$ cat src/hw/nocPkg.sv
package nocPkg;

  localparam int numPorts = 5;
  localparam int flitWidth = 32;
  localparam int idWidth = 3;
  localparam int lenWidth = 12;

  // flit kinds, carried in the top bits of every word
  localparam logic [idWidth-1:0] flitIdle = 3'd0;
  localparam logic [idWidth-1:0] flitHead = 3'd1;
  localparam logic [idWidth-1:0] flitBody = 3'd2;
  localparam logic [idWidth-1:0] flitTail = 3'd3;

  // one-hot arbiter states, bit 0 is idle and ports follow as L N E W S
  localparam logic [numPorts:0] grantIdle = 6'b000001;
  localparam logic [numPorts:0] grantL = 6'b000010;
  localparam logic [numPorts:0] grantN = 6'b000100;
  localparam logic [numPorts:0] grantE = 6'b001000;
  localparam logic [numPorts:0] grantW = 6'b010000;
  localparam logic [numPorts:0] grantS = 6'b100000;

  // one flit word seen as a header or as a body word
  typedef union packed {
    struct packed {
      logic [idWidth-1:0] kind;
      logic [lenWidth-1:0] len; // cycle budget for the arbiter
      logic [flitWidth-idWidth-lenWidth-1:0] spare;
    } head;
    struct packed {
      logic [idWidth-1:0] kind;
      logic [flitWidth-idWidth-1:0] payload;
    } body;
  } flitWord;

endpackage

$ cat src/hw/inputPort.sv
`timescale 1ns/1ps

module inputPort (
  input  logic clk,
  input  logic rst,
  input  logic [nocPkg::flitWidth-1:0] flitIn,
  input  logic flitValid,
  output logic [nocPkg::flitWidth-1:0] flit,
  output logic [nocPkg::idWidth-1:0] flitId,
  output logic [nocPkg::lenWidth-1:0] length,
  output logic req,
  output logic flitCaptured
);

  nocPkg::flitWord inWord;

  assign inWord = flitIn;

  always_ff @(posedge clk)
  begin
    if (rst)
    begin
      flit <= '0;
      flitId <= nocPkg::flitIdle;
      req <= 1'b0;
      flitCaptured <= 1'b0;
    end
    else
    begin
      flitCaptured <= flitValid;
      if (flitValid)
      begin
        flit <= flitIn;
        flitId <= inWord.body.kind;
        case (inWord.body.kind)
          nocPkg::flitHead: req <= 1'b1; // packet opens
          nocPkg::flitTail: req <= 1'b0;
          nocPkg::flitIdle, nocPkg::flitBody: req <= req;
          default: req <= req;
        endcase
      end
      else
      begin
        // no stale header left for the timer to latch
        flitId <= nocPkg::flitIdle;
      end
    end
  end

  // budget field, only meaningful when flitId says header
  always_ff @(posedge clk)
  begin
    if (flitValid)
      length <= inWord.head.len;
  end

endmodule

$ cat src/hw/portTimer.sv
`timescale 1ns/1ps

module portTimer (
  input  logic clk,
  input  logic rst,
  input  logic [nocPkg::idWidth-1:0] flitId,
  input  logic [nocPkg::lenWidth-1:0] length,
  input  logic runTimer,
  output logic timesUp
);

  logic [nocPkg::lenWidth-1:0] budget;
  logic [nocPkg::lenWidth-1:0] count;

  always_ff @(posedge clk)
  begin
    if (rst)
    begin
      budget <= '0;
      count <= '0;
    end
    else
    begin
      if (flitId == nocPkg::flitHead)
        budget <= length; // new packet, new budget
      if (runTimer)
        count <= count + 1'b1;
      else
        count <= '0;
    end
  end

  assign timesUp = (count == budget);

endmodule

$ cat src/hw/switchArbiter.sv
`timescale 1ns/1ps

module switchArbiter (
  input  logic clk,
  input  logic rst,
  input  logic lReq,
  input  logic nReq,
  input  logic eReq,
  input  logic wReq,
  input  logic sReq,
  input  logic [nocPkg::idWidth-1:0] lFlitId,
  input  logic [nocPkg::idWidth-1:0] nFlitId,
  input  logic [nocPkg::idWidth-1:0] eFlitId,
  input  logic [nocPkg::idWidth-1:0] wFlitId,
  input  logic [nocPkg::idWidth-1:0] sFlitId,
  input  logic [nocPkg::lenWidth-1:0] lLength,
  input  logic [nocPkg::lenWidth-1:0] nLength,
  input  logic [nocPkg::lenWidth-1:0] eLength,
  input  logic [nocPkg::lenWidth-1:0] wLength,
  input  logic [nocPkg::lenWidth-1:0] sLength,
  output logic [nocPkg::numPorts:0] grant
);

  logic [nocPkg::numPorts-1:0] reqVec;
  logic [nocPkg::numPorts-1:0] runTimer;
  logic [nocPkg::numPorts-1:0] timesUp;
  logic [nocPkg::idWidth-1:0] idVec [nocPkg::numPorts];
  logic [nocPkg::lenWidth-1:0] lenVec [nocPkg::numPorts];
  logic [nocPkg::numPorts:0] nextGrant;

  // index 0 is L through index 4 for S
  assign reqVec = {sReq, wReq, eReq, nReq, lReq};
  assign idVec = '{lFlitId, nFlitId, eFlitId, wFlitId, sFlitId};
  assign lenVec = '{lLength, nLength, eLength, wLength, sLength};

  // first requester scanning upward from start, wrapping past S
  function automatic logic [nocPkg::numPorts:0] pickNext(
    input logic [nocPkg::numPorts-1:0] reqs,
    input int unsigned start
  );
    logic [nocPkg::numPorts:0] pick;
    int unsigned idx;
    logic found;
    pick = nocPkg::grantIdle;
    found = 1'b0;
    for (int i = 0; i < nocPkg::numPorts; i++)
    begin
      idx = (start + i) % nocPkg::numPorts;
      if (!found && reqs[idx])
      begin
        pick = nocPkg::grantL << idx;
        found = 1'b1;
      end
    end
    return pick;
  endfunction

  for (genvar p = 0; p < nocPkg::numPorts; p++)
  begin : genTimer
    // holder keeps the link while requesting and within budget
    assign runTimer[p] = (grant == (nocPkg::grantL << p)) && reqVec[p] && !timesUp[p];

    portTimer timer (
      .clk(clk),
      .rst(rst),
      .flitId(idVec[p]),
      .length(lenVec[p]),
      .runTimer(runTimer[p]),
      .timesUp(timesUp[p])
    );
  end

  always_comb
  begin
    case (grant)
      nocPkg::grantIdle: nextGrant = pickNext(reqVec, 0);
      nocPkg::grantL: nextGrant = runTimer[0] ? nocPkg::grantL : pickNext(reqVec, 1);
      nocPkg::grantN: nextGrant = runTimer[1] ? nocPkg::grantN : pickNext(reqVec, 2);
      nocPkg::grantE: nextGrant = runTimer[2] ? nocPkg::grantE : pickNext(reqVec, 3);
      nocPkg::grantW: nextGrant = runTimer[3] ? nocPkg::grantW : pickNext(reqVec, 4);
      nocPkg::grantS: nextGrant = runTimer[4] ? nocPkg::grantS : pickNext(reqVec, 0);
      default: nextGrant = nocPkg::grantIdle; // illegal code recovers
    endcase
  end

  always_ff @(posedge clk)
  begin
    if (rst)
      grant <= nocPkg::grantIdle;
    else
      grant <= nextGrant;
  end

endmodule

$ cat src/hw/flitSelector.sv
`timescale 1ns/1ps

module flitSelector (
  input  logic clk,
  input  logic rst,
  input  logic [nocPkg::numPorts:0] grant,
  input  logic [nocPkg::flitWidth-1:0] lFlit,
  input  logic [nocPkg::flitWidth-1:0] nFlit,
  input  logic [nocPkg::flitWidth-1:0] eFlit,
  input  logic [nocPkg::flitWidth-1:0] wFlit,
  input  logic [nocPkg::flitWidth-1:0] sFlit,
  input  logic lValid,
  input  logic nValid,
  input  logic eValid,
  input  logic wValid,
  input  logic sValid,
  output logic [nocPkg::flitWidth-1:0] flitOut,
  output logic flitOutValid
);

  logic [nocPkg::flitWidth-1:0] chosenFlit;
  logic chosenValid;

  always_comb
  begin
    chosenFlit = flitOut; // link holds its last word when idle
    chosenValid = 1'b0;
    case (grant)
      nocPkg::grantL:
      begin
        chosenFlit = lFlit;
        chosenValid = lValid;
      end
      nocPkg::grantN:
      begin
        chosenFlit = nFlit;
        chosenValid = nValid;
      end
      nocPkg::grantE:
      begin
        chosenFlit = eFlit;
        chosenValid = eValid;
      end
      nocPkg::grantW:
      begin
        chosenFlit = wFlit;
        chosenValid = wValid;
      end
      nocPkg::grantS:
      begin
        chosenFlit = sFlit;
        chosenValid = sValid;
      end
      default: chosenValid = 1'b0; // idle or illegal grant
    endcase
  end

  always_ff @(posedge clk)
  begin
    if (rst)
    begin
      flitOut <= '0;
      flitOutValid <= 1'b0;
    end
    else
    begin
      flitOut <= chosenFlit;
      flitOutValid <= chosenValid;
    end
  end

endmodule

$ cat src/hw/routerOutputChannel.sv
`timescale 1ns/1ps

module routerOutputChannel (
  input  logic clk,
  input  logic rst,
  input  logic [nocPkg::flitWidth-1:0] lFlitIn,
  input  logic [nocPkg::flitWidth-1:0] nFlitIn,
  input  logic [nocPkg::flitWidth-1:0] eFlitIn,
  input  logic [nocPkg::flitWidth-1:0] wFlitIn,
  input  logic [nocPkg::flitWidth-1:0] sFlitIn,
  input  logic lFlitValid,
  input  logic nFlitValid,
  input  logic eFlitValid,
  input  logic wFlitValid,
  input  logic sFlitValid,
  output logic [nocPkg::numPorts:0] grant,
  output logic [nocPkg::flitWidth-1:0] flitOut,
  output logic flitOutValid
);

  logic [nocPkg::flitWidth-1:0] lFlit, nFlit, eFlit, wFlit, sFlit;
  logic [nocPkg::idWidth-1:0] lFlitId, nFlitId, eFlitId, wFlitId, sFlitId;
  logic [nocPkg::lenWidth-1:0] lLength, nLength, eLength, wLength, sLength;
  logic lReq, nReq, eReq, wReq, sReq;
  logic lCaptured, nCaptured, eCaptured, wCaptured, sCaptured;

  inputPort lPort (
    .clk(clk), .rst(rst), .flitIn(lFlitIn), .flitValid(lFlitValid), .flit(lFlit),
    .flitId(lFlitId), .length(lLength), .req(lReq), .flitCaptured(lCaptured)
  );

  inputPort nPort (
    .clk(clk), .rst(rst), .flitIn(nFlitIn), .flitValid(nFlitValid), .flit(nFlit),
    .flitId(nFlitId), .length(nLength), .req(nReq), .flitCaptured(nCaptured)
  );

  inputPort ePort (
    .clk(clk), .rst(rst), .flitIn(eFlitIn), .flitValid(eFlitValid), .flit(eFlit),
    .flitId(eFlitId), .length(eLength), .req(eReq), .flitCaptured(eCaptured)
  );

  inputPort wPort (
    .clk(clk), .rst(rst), .flitIn(wFlitIn), .flitValid(wFlitValid), .flit(wFlit),
    .flitId(wFlitId), .length(wLength), .req(wReq), .flitCaptured(wCaptured)
  );

  inputPort sPort (
    .clk(clk), .rst(rst), .flitIn(sFlitIn), .flitValid(sFlitValid), .flit(sFlit),
    .flitId(sFlitId), .length(sLength), .req(sReq), .flitCaptured(sCaptured)
  );

  switchArbiter arbiter (
    .clk(clk), .rst(rst),
    .lReq(lReq), .nReq(nReq), .eReq(eReq), .wReq(wReq), .sReq(sReq),
    .lFlitId(lFlitId), .nFlitId(nFlitId), .eFlitId(eFlitId),
    .wFlitId(wFlitId), .sFlitId(sFlitId),
    .lLength(lLength), .nLength(nLength), .eLength(eLength),
    .wLength(wLength), .sLength(sLength),
    .grant(grant)
  );

  flitSelector selector (
    .clk(clk), .rst(rst), .grant(grant),
    .lFlit(lFlit), .nFlit(nFlit), .eFlit(eFlit), .wFlit(wFlit), .sFlit(sFlit),
    .lValid(lCaptured), .nValid(nCaptured), .eValid(eCaptured),
    .wValid(wCaptured), .sValid(sCaptured),
    .flitOut(flitOut), .flitOutValid(flitOutValid)
  );

endmodule

$ cat config.mk
export PLATFORM = sky130hd
export DESIGN_NAME = routerOutputChannel
export DESIGN_NICKNAME = d
export VERILOG_FILES = /design/src/hw/nocPkg.sv /design/src/hw/inputPort.sv /design/src/hw/portTimer.sv /design/src/hw/switchArbiter.sv /design/src/hw/flitSelector.sv /design/src/hw/routerOutputChannel.sv
export SDC_FILE = /design/constraint.sdc
export NUM_CORES = 1
export LEC_CHECK = 0
export BUFFER_PORTS_ARGS = -buffer_cell sky130_fd_sc_hd__clkbuf_2
export CORE_ASPECT_RATIO = 1.2
export CORE_MARGIN = 2
export CORE_UTILIZATION = 60
export DETAILED_ROUTE_END_ITERATION = 8
export PLACE_DENSITY_LB_ADDON = 0.1
export SETUP_SLACK_MARGIN = 0.3
export SLEW_MARGIN = 10
export SYNTH_ARGS = -nofsm -noshare
export SYNTH_HDL_FRONTEND = slang
export SYNTH_HIERARCHICAL = 1
export SYNTH_SLANG_ARGS = --single-unit
$ cat constraint.sdc
create_clock -name clk -period 5 [get_ports clk]
set_input_delay 0.75 -clock clk [delete_from_list [all_inputs] [get_ports clk]]
set_output_delay 0.75 -clock clk [all_outputs]
set_load 0.03 [all_outputs]
Yosys cells after proc, flatten, opt, wreduce, memory -nomap -nowiden. Index checks and enable logic that the tools add are counted.

Bits in latches: 0. Output and inout bits: 39. Bits in read-only memories: 0. Input bits: 167. Memories kept: 0. Register bits: 404. Logic and storage cells: 252. Memory bits (writable): 0.

Shift operators: 0. Reductions and logical operators: 84. Order comparisons: 0. Bitwise logic cells: 10. Add/sub/neg operators: 5. Equality and inequality tests: 26. Multipliers: 0. Div/mod/pow operators: 0. Mux-type cells: 89.

Operator list (count): $mux 6 (27); $pmux 32 s5 (1); $add 12x1->12 const B (5); $eq 12x12->1 (5); $mux 1 (47); $pmux 6 s6 (1); $logic_and 1x1->1 (34); $eq 3x1->1 const B (10); $logic_not 1->1 (29); $reduce_or 2->1 (10); $eq 3x2->1 const B (5); $mux 5 (3); $not 1->1 (10); $pmux 1 s2 (5); $reduce_and 2->1 (5); $reduce_bool 2->1 (5); $mux 4 (2); $eq 6x1->1 const B (1); $eq 6x2->1 const B (1); $eq 6x3->1 const B (1); $eq 6x4->1 const B (1); $eq 6x5->1 const B (1); $eq 6x6->1 const B (1); $pmux 1 s5 (1); 3 further kinds (3).

Depth between registers and ports, before layout.
Word-level depth: 19. Mapped depth: 9. Gate-level depth less buffers: 8.

By module. The synthesis kept the hierarchy.

Modules (own cells, without submodules): inputPort (cells each 130, instances 5, area each 1701.6 µm², sequential area each 1101.1 µm²); portTimer at arbiter.genTimer[0].timer ... (cells each 113, instances 3, area each 1073.5 µm², sequential area each 480.5 µm²); flitSelector (cells each 323, instances 1, area each 2665.1 µm², sequential area each 660.6 µm²); portTimer at arbiter.genTimer[4].timer (cells each 112, instances 1, area each 1078.5 µm², sequential area each 480.5 µm²); portTimer at arbiter.genTimer[3].timer (cells each 113, instances 1, area each 1076.0 µm², sequential area each 480.5 µm²); switchArbiter (cells each 98, instances 1, area each 701.9 µm², sequential area each 120.1 µm²).

Least setup slack after synthesis. Ideal clock, no wire load.

Kind: reg2reg. Start: reg arbiter/grant[5] (netlist bit). End: reg arbiter/genTimer[2].timer/count[9] (netlist bit). Data required time: 4.899 ns. Path slack: 2.759 ns. Period minus slack after synthesis: 2.241 ns. Cell stages (with the launch flop): 8. Library setup time: 0.101 ns. Arrival time: 2.140 ns. Buffers on the path: 1. Cells stage by stage: dfxtp_1 -> buf_2 -> or4_4 -> or3_4 -> nor2_1 -> nor2b_1 -> nand2_1 -> o41ai_1.

Word-level cells in the longest chain between the ends: 5.

Ends and longest elaborated chain: start: declaration (RTL line switchArbiter.sv:21) `output logic [nocPkg::numPorts:0] grant`; start signal: assignment (RTL line switchArbiter.sv:89) `grant <= nocPkg::grantIdle;`; start signal: assignment (RTL line switchArbiter.sv:91) `grant <= nextGrant;`; $eq 6x4->1 (RTL line switchArbiter.sv:61) `assign runTimer[p] = (grant == (nocPkg::grantL << p)) && reqVec[p] && !timesUp[p];`; $logic_and 1x1->1 (2 in series) (RTL line switchArbiter.sv:61); net arbiter.runTimer (one bit) (RTL line switchArbiter.sv:25) `logic [nocPkg::numPorts-1:0] runTimer;`; $not 1->1 (no source line); $reduce_or 2->1 (no source line); end signal: assignment (RTL line portTimer.sv:27) `count <= count + 1'b1;`; end: declaration (RTL line portTimer.sv:13) `logic [nocPkg::lenWidth-1:0] count;`.

The timed path passes the listed nets, and every way through them passes these cells. A chain may end at the register's enable or synchronous reset.

Worst setup path in the final report.
Start: reg arbiter/genTimer[2].timer/count[4] (netlist bit). End: reg arbiter/grant[1] (netlist bit).

Word-level cells in the longest chain between the ends: 5.

Ends and longest elaborated chain: $eq 12x12->1 (RTL line portTimer.sv:33) `assign timesUp = (count == budget);`; net arbiter.timesUp (one bit) (RTL line switchArbiter.sv:26) `logic [nocPkg::numPorts-1:0] timesUp;`; $logic_not 1->1 (RTL line switchArbiter.sv:61); $logic_and 1x1->1 (RTL line switchArbiter.sv:61); $mux 6 (RTL line switchArbiter.sv:79) `nocPkg::grantE: nextGrant = runTimer[2] ? nocPkg::grantE : pickNext(reqVec, 3);`; $pmux 6 s6 (RTL line switchArbiter.sv:75) `case (grant)`.

The timed path passes the listed nets, and every way through them passes these cells.

==> metrics.md <==
| Metric | Value |
|---|---|
| Outcome | `completed` |
| Worst hold path class | `input pin to flip-flop` |
| Final HPWL DP | `29800 µm` |
| Leading area contributor after synthesis | `dfxtp_1` |
| Clock Sinks | `404` |
| R2R Path Start | `arbiter/genTimer[2].timer/count[4]` |
| Worst VDD drop | `0.321 mV` |
| Routed WL | `42400 µm` |
| Max FO, Critical Path | `4` |
| CTS tree | `built` |
| Hold Path Origin | `sFlitIn[28]` |
| Worst setup path category | `flip-flop to flip-flop` |
| GR Overflow Total | `0` |
| GP Congestion | `0.887` |
| Initial DRC count | `843` |
| Setup bufs post-CTS | `0` |
| Drt first pass iters | `7` |
| Fraction of registers with async set/reset | `0` |
| Max Buffers Root-to-Sink | `3` |
| Yosys cell types | `67` |
| Synth top area cells | `dfxtp_1, mux2i_1, edfxtp_1` |
| Synthesized area per cell | `10.6 µm²` |
| Fin. Hold Viols | `0` |
| Final Critical Period | `2.45 ns` |
| Fin. max-slew vios | `0` |
| R2r endpoint | `arbiter/grant[1]` |
| Final period util | `0.491` |
| Unrepaired setup endpoints after global routing | `no` |
| Count of input and output buffers | `205` |
| Post-synth EDFFs | `60` |
| GR Util met1 | `0.350` |
| Root Driver | `clkbuf_16` |
| Synth top cells by count | `dfxtp_1, nor2_1, mux2i_1` |
| Via count | `12600` |
| Core ar. | `28500 µm²` |
| Synth Flop Type | `dfxtp_1` |
| Largest net degree at the start of global routing | `121` |
| Relative slew slack | `0.179` |
| Startpoint types | `flip-flop` |
| Routed vias/inst | `5.71` |
| Worst hold slack | `0.404 ns` |
| Final WS setup | `2.55 ns` |
| DIE AREA | `30100 µm²` |
| YS warnings | `6` |
| DP Worst Slack | `2.54 ns` |
| Antenna violations before repair | `1` |
| Leak | `0.00769 µW` |
| Synthesis-stage register bit count | `404` |
| Per-cell routed wire length | `19.2 µm` |
| Slew @ Worst Pin | `1.23 ns` |
| Worst Skew | `0.0202 ns` |
| Cell row count | `68` |
| CTS Hold Bufs | `0` |
| I/O Pins | `206` |
| Met3 global-route usage | `0.0661` |
| H-tree levels | `2` |
| Syn Nets | `1807` |
| Worst Hold Path EP | `sPort/length[11]` |
| Worst Hold Path Cells | `1` |
| First-pass GRT wire length | `66600 µm` |
| Setup crit start | `arbiter/genTimer[2].timer/count[4]` |
| Max Fclk | `407 MHz` |
| Fill count | `2270` |
| Final setup fails | `0` |
| Pwr dens | `356 nW/µm²` |
| Final design utilization | `0.682` |
| Yosys top cell area share | `0.399` |
| Endpoint type of the worst setup path | `flip-flop` |
| Starting density of the core | `0.605` |
| CTS resizes | `0` |
| Count leader, synth | `dfxtp_1` |
| GRT met2 Usage | `0.477` |
| DR DRC count | `0` |
| Layout overhead on the synthesized area | `12.6%` |
| Total track usage | `0.277` |
| Top Usage Layer GRT | `met2` |
| Worst EP required | `5.47 ns` |
| Layout cell share with drive strength beyond 1 | `0.187` |
| Mapped cell area | `17300 µm²` |
| Total Nets Final | `1963` |
| Reg2Reg Setup Slack | `2.55 ns` |
| Num CTS Buffers | `41` |
| Die height | `190 µm` |
| Clk_lat worst skew | `0.54 ns` |
| Final TNS setup | `0 ns` |
| Worst R2R Path Depth | `8` |
| WP data arrival | `2.92 ns` |
| Antenna diode count | `0` |
| Post-route ant nets | `0` |
| Sequential fraction of the synthesis area | `0.504` |
| Max Cap Viol | `0` |
| Die W | `159 µm` |
| Vias in the first global route | `12100` |
| Cells after Synth | `1635` |
| Clk slew on worst S/H paths | `0.06 ns` |
## cell families (layout without fill, tap and decap cells)
family          after synthesis  after routing  share of synthesized area
fa+ha+maj                     5              5                    0.00363
compound gates              295            295                      0.123
mux                         224            224                      0.131
xor+xnor                     78             78                     0.0396
buf+inv                     131            320                     0.0506
flops                       404            404                      0.504
simple gates                498            498                      0.149
## worst max-delay path by stage
stage | cells after the start | slack (ns) | end
after global placement | 4 | 2.56 | sPort/flitId[1]
after floorplan | 7 | 2.76 | arbiter/genTimer[2].timer/count[9]
after detailed placement | 4 | 2.54 | sPort/flitId[1]
after CTS | 8 | 2.58 | arbiter/grant[1]
final | 8 | 2.55 | arbiter/grant[1]
after global routing | 8 | 2.35 | arbiter/grant[1]
## sequential cells by signal, indices dropped and copies added (netlist names), 6 cells and up
name	count
sPort/length	12
arbiter/genTimer.timer/budget	60
lPort/length	12
lPort/flit	32
wPort/length	12
nPort/flit	32
ePort/flit	32
ePort/length	12
arbiter/genTimer.timer/count	60
arbiter/grant	6
selector/flitOut	32
sPort/flit	32
nPort/length	12
wPort/flit	32
## report_power, final
group	internal, µW	switching, µW	total [µW]
Sequential	3440	84.6	3530
Clock	1650	1250	2900
Combinational	211	288	498
## placed cells by master, fill, tap and decap left out, types with 7 or more instances in the layout
master and n:
dfxtp_1 344, o31ai_1 15, and3_1 35, edfxtp_1 60
o22ai_1 33, a21oi_1 53, clkbuf_1 13, nor2_1 254
clkbuf_8 7, buf_4 23, nor2b_1 13, a21oi_2 16
a21boi_0 32, or3_1 15, clkbuf_2 204, nand2_1 34
inv_1 16, nand3_1 20, nor4_1 7, a22oi_1 66
and2_1 16, o21ai_0 17, clkbuf_16 42, or4_1 16
nand4_1 20, xnor2_1 66, o22a_1 33, nand2b_1 17
xor2_1 12, nor3_1 9, mux2i_1 219
## layout make-up
cell class / count / area, µm² / share of cell area
Sequential cell: 404 / 8690 / 0.447
Multi-Input combinational cell: 1100 / 7720 / 0.397
Timing Repair Buffer: 228 / 1210 / 0.0621
Clock buffer: 61 / 1180 / 0.0608
Tap cell: 385 / 482 / 0.0248
Clock inverter: 15 / 95.1 / 0.00489
Inverter: 16 / 60.1 / 0.00309
## worst max-delay path: stages, from the launching register on
cell       delay [ns]
dfxtp_1          0.42
xnor2_1          0.14
nand4_1          0.16
nor3_1           0.41
o41ai_1          0.21
a2111oi_2        0.50
nor3_1           0.14
a211oi_1         0.24
o311a_1          0.16
## routing by layer
layer / wire [µm] / vias to the layer above
met4: 1000 / 0
met2: 20800 / 376
met1: 17700 / 6030
met5: 0 / -
met3: 2920 / 70
li1: - / 6146
## stage by stage
stage,power (µW),std cells,cell area [µm²]
6_report,6930,2209,19400
4_1_cts,6970,2209,19400
3_3_place_gp,4080,2133,18100
5_1_grt,7170,2209,19400
2_1_floorplan,3920,1635,17300
3_5_place_dp,4090,2133,18100
Note: power is estimated with default switching activity, not from simulation.
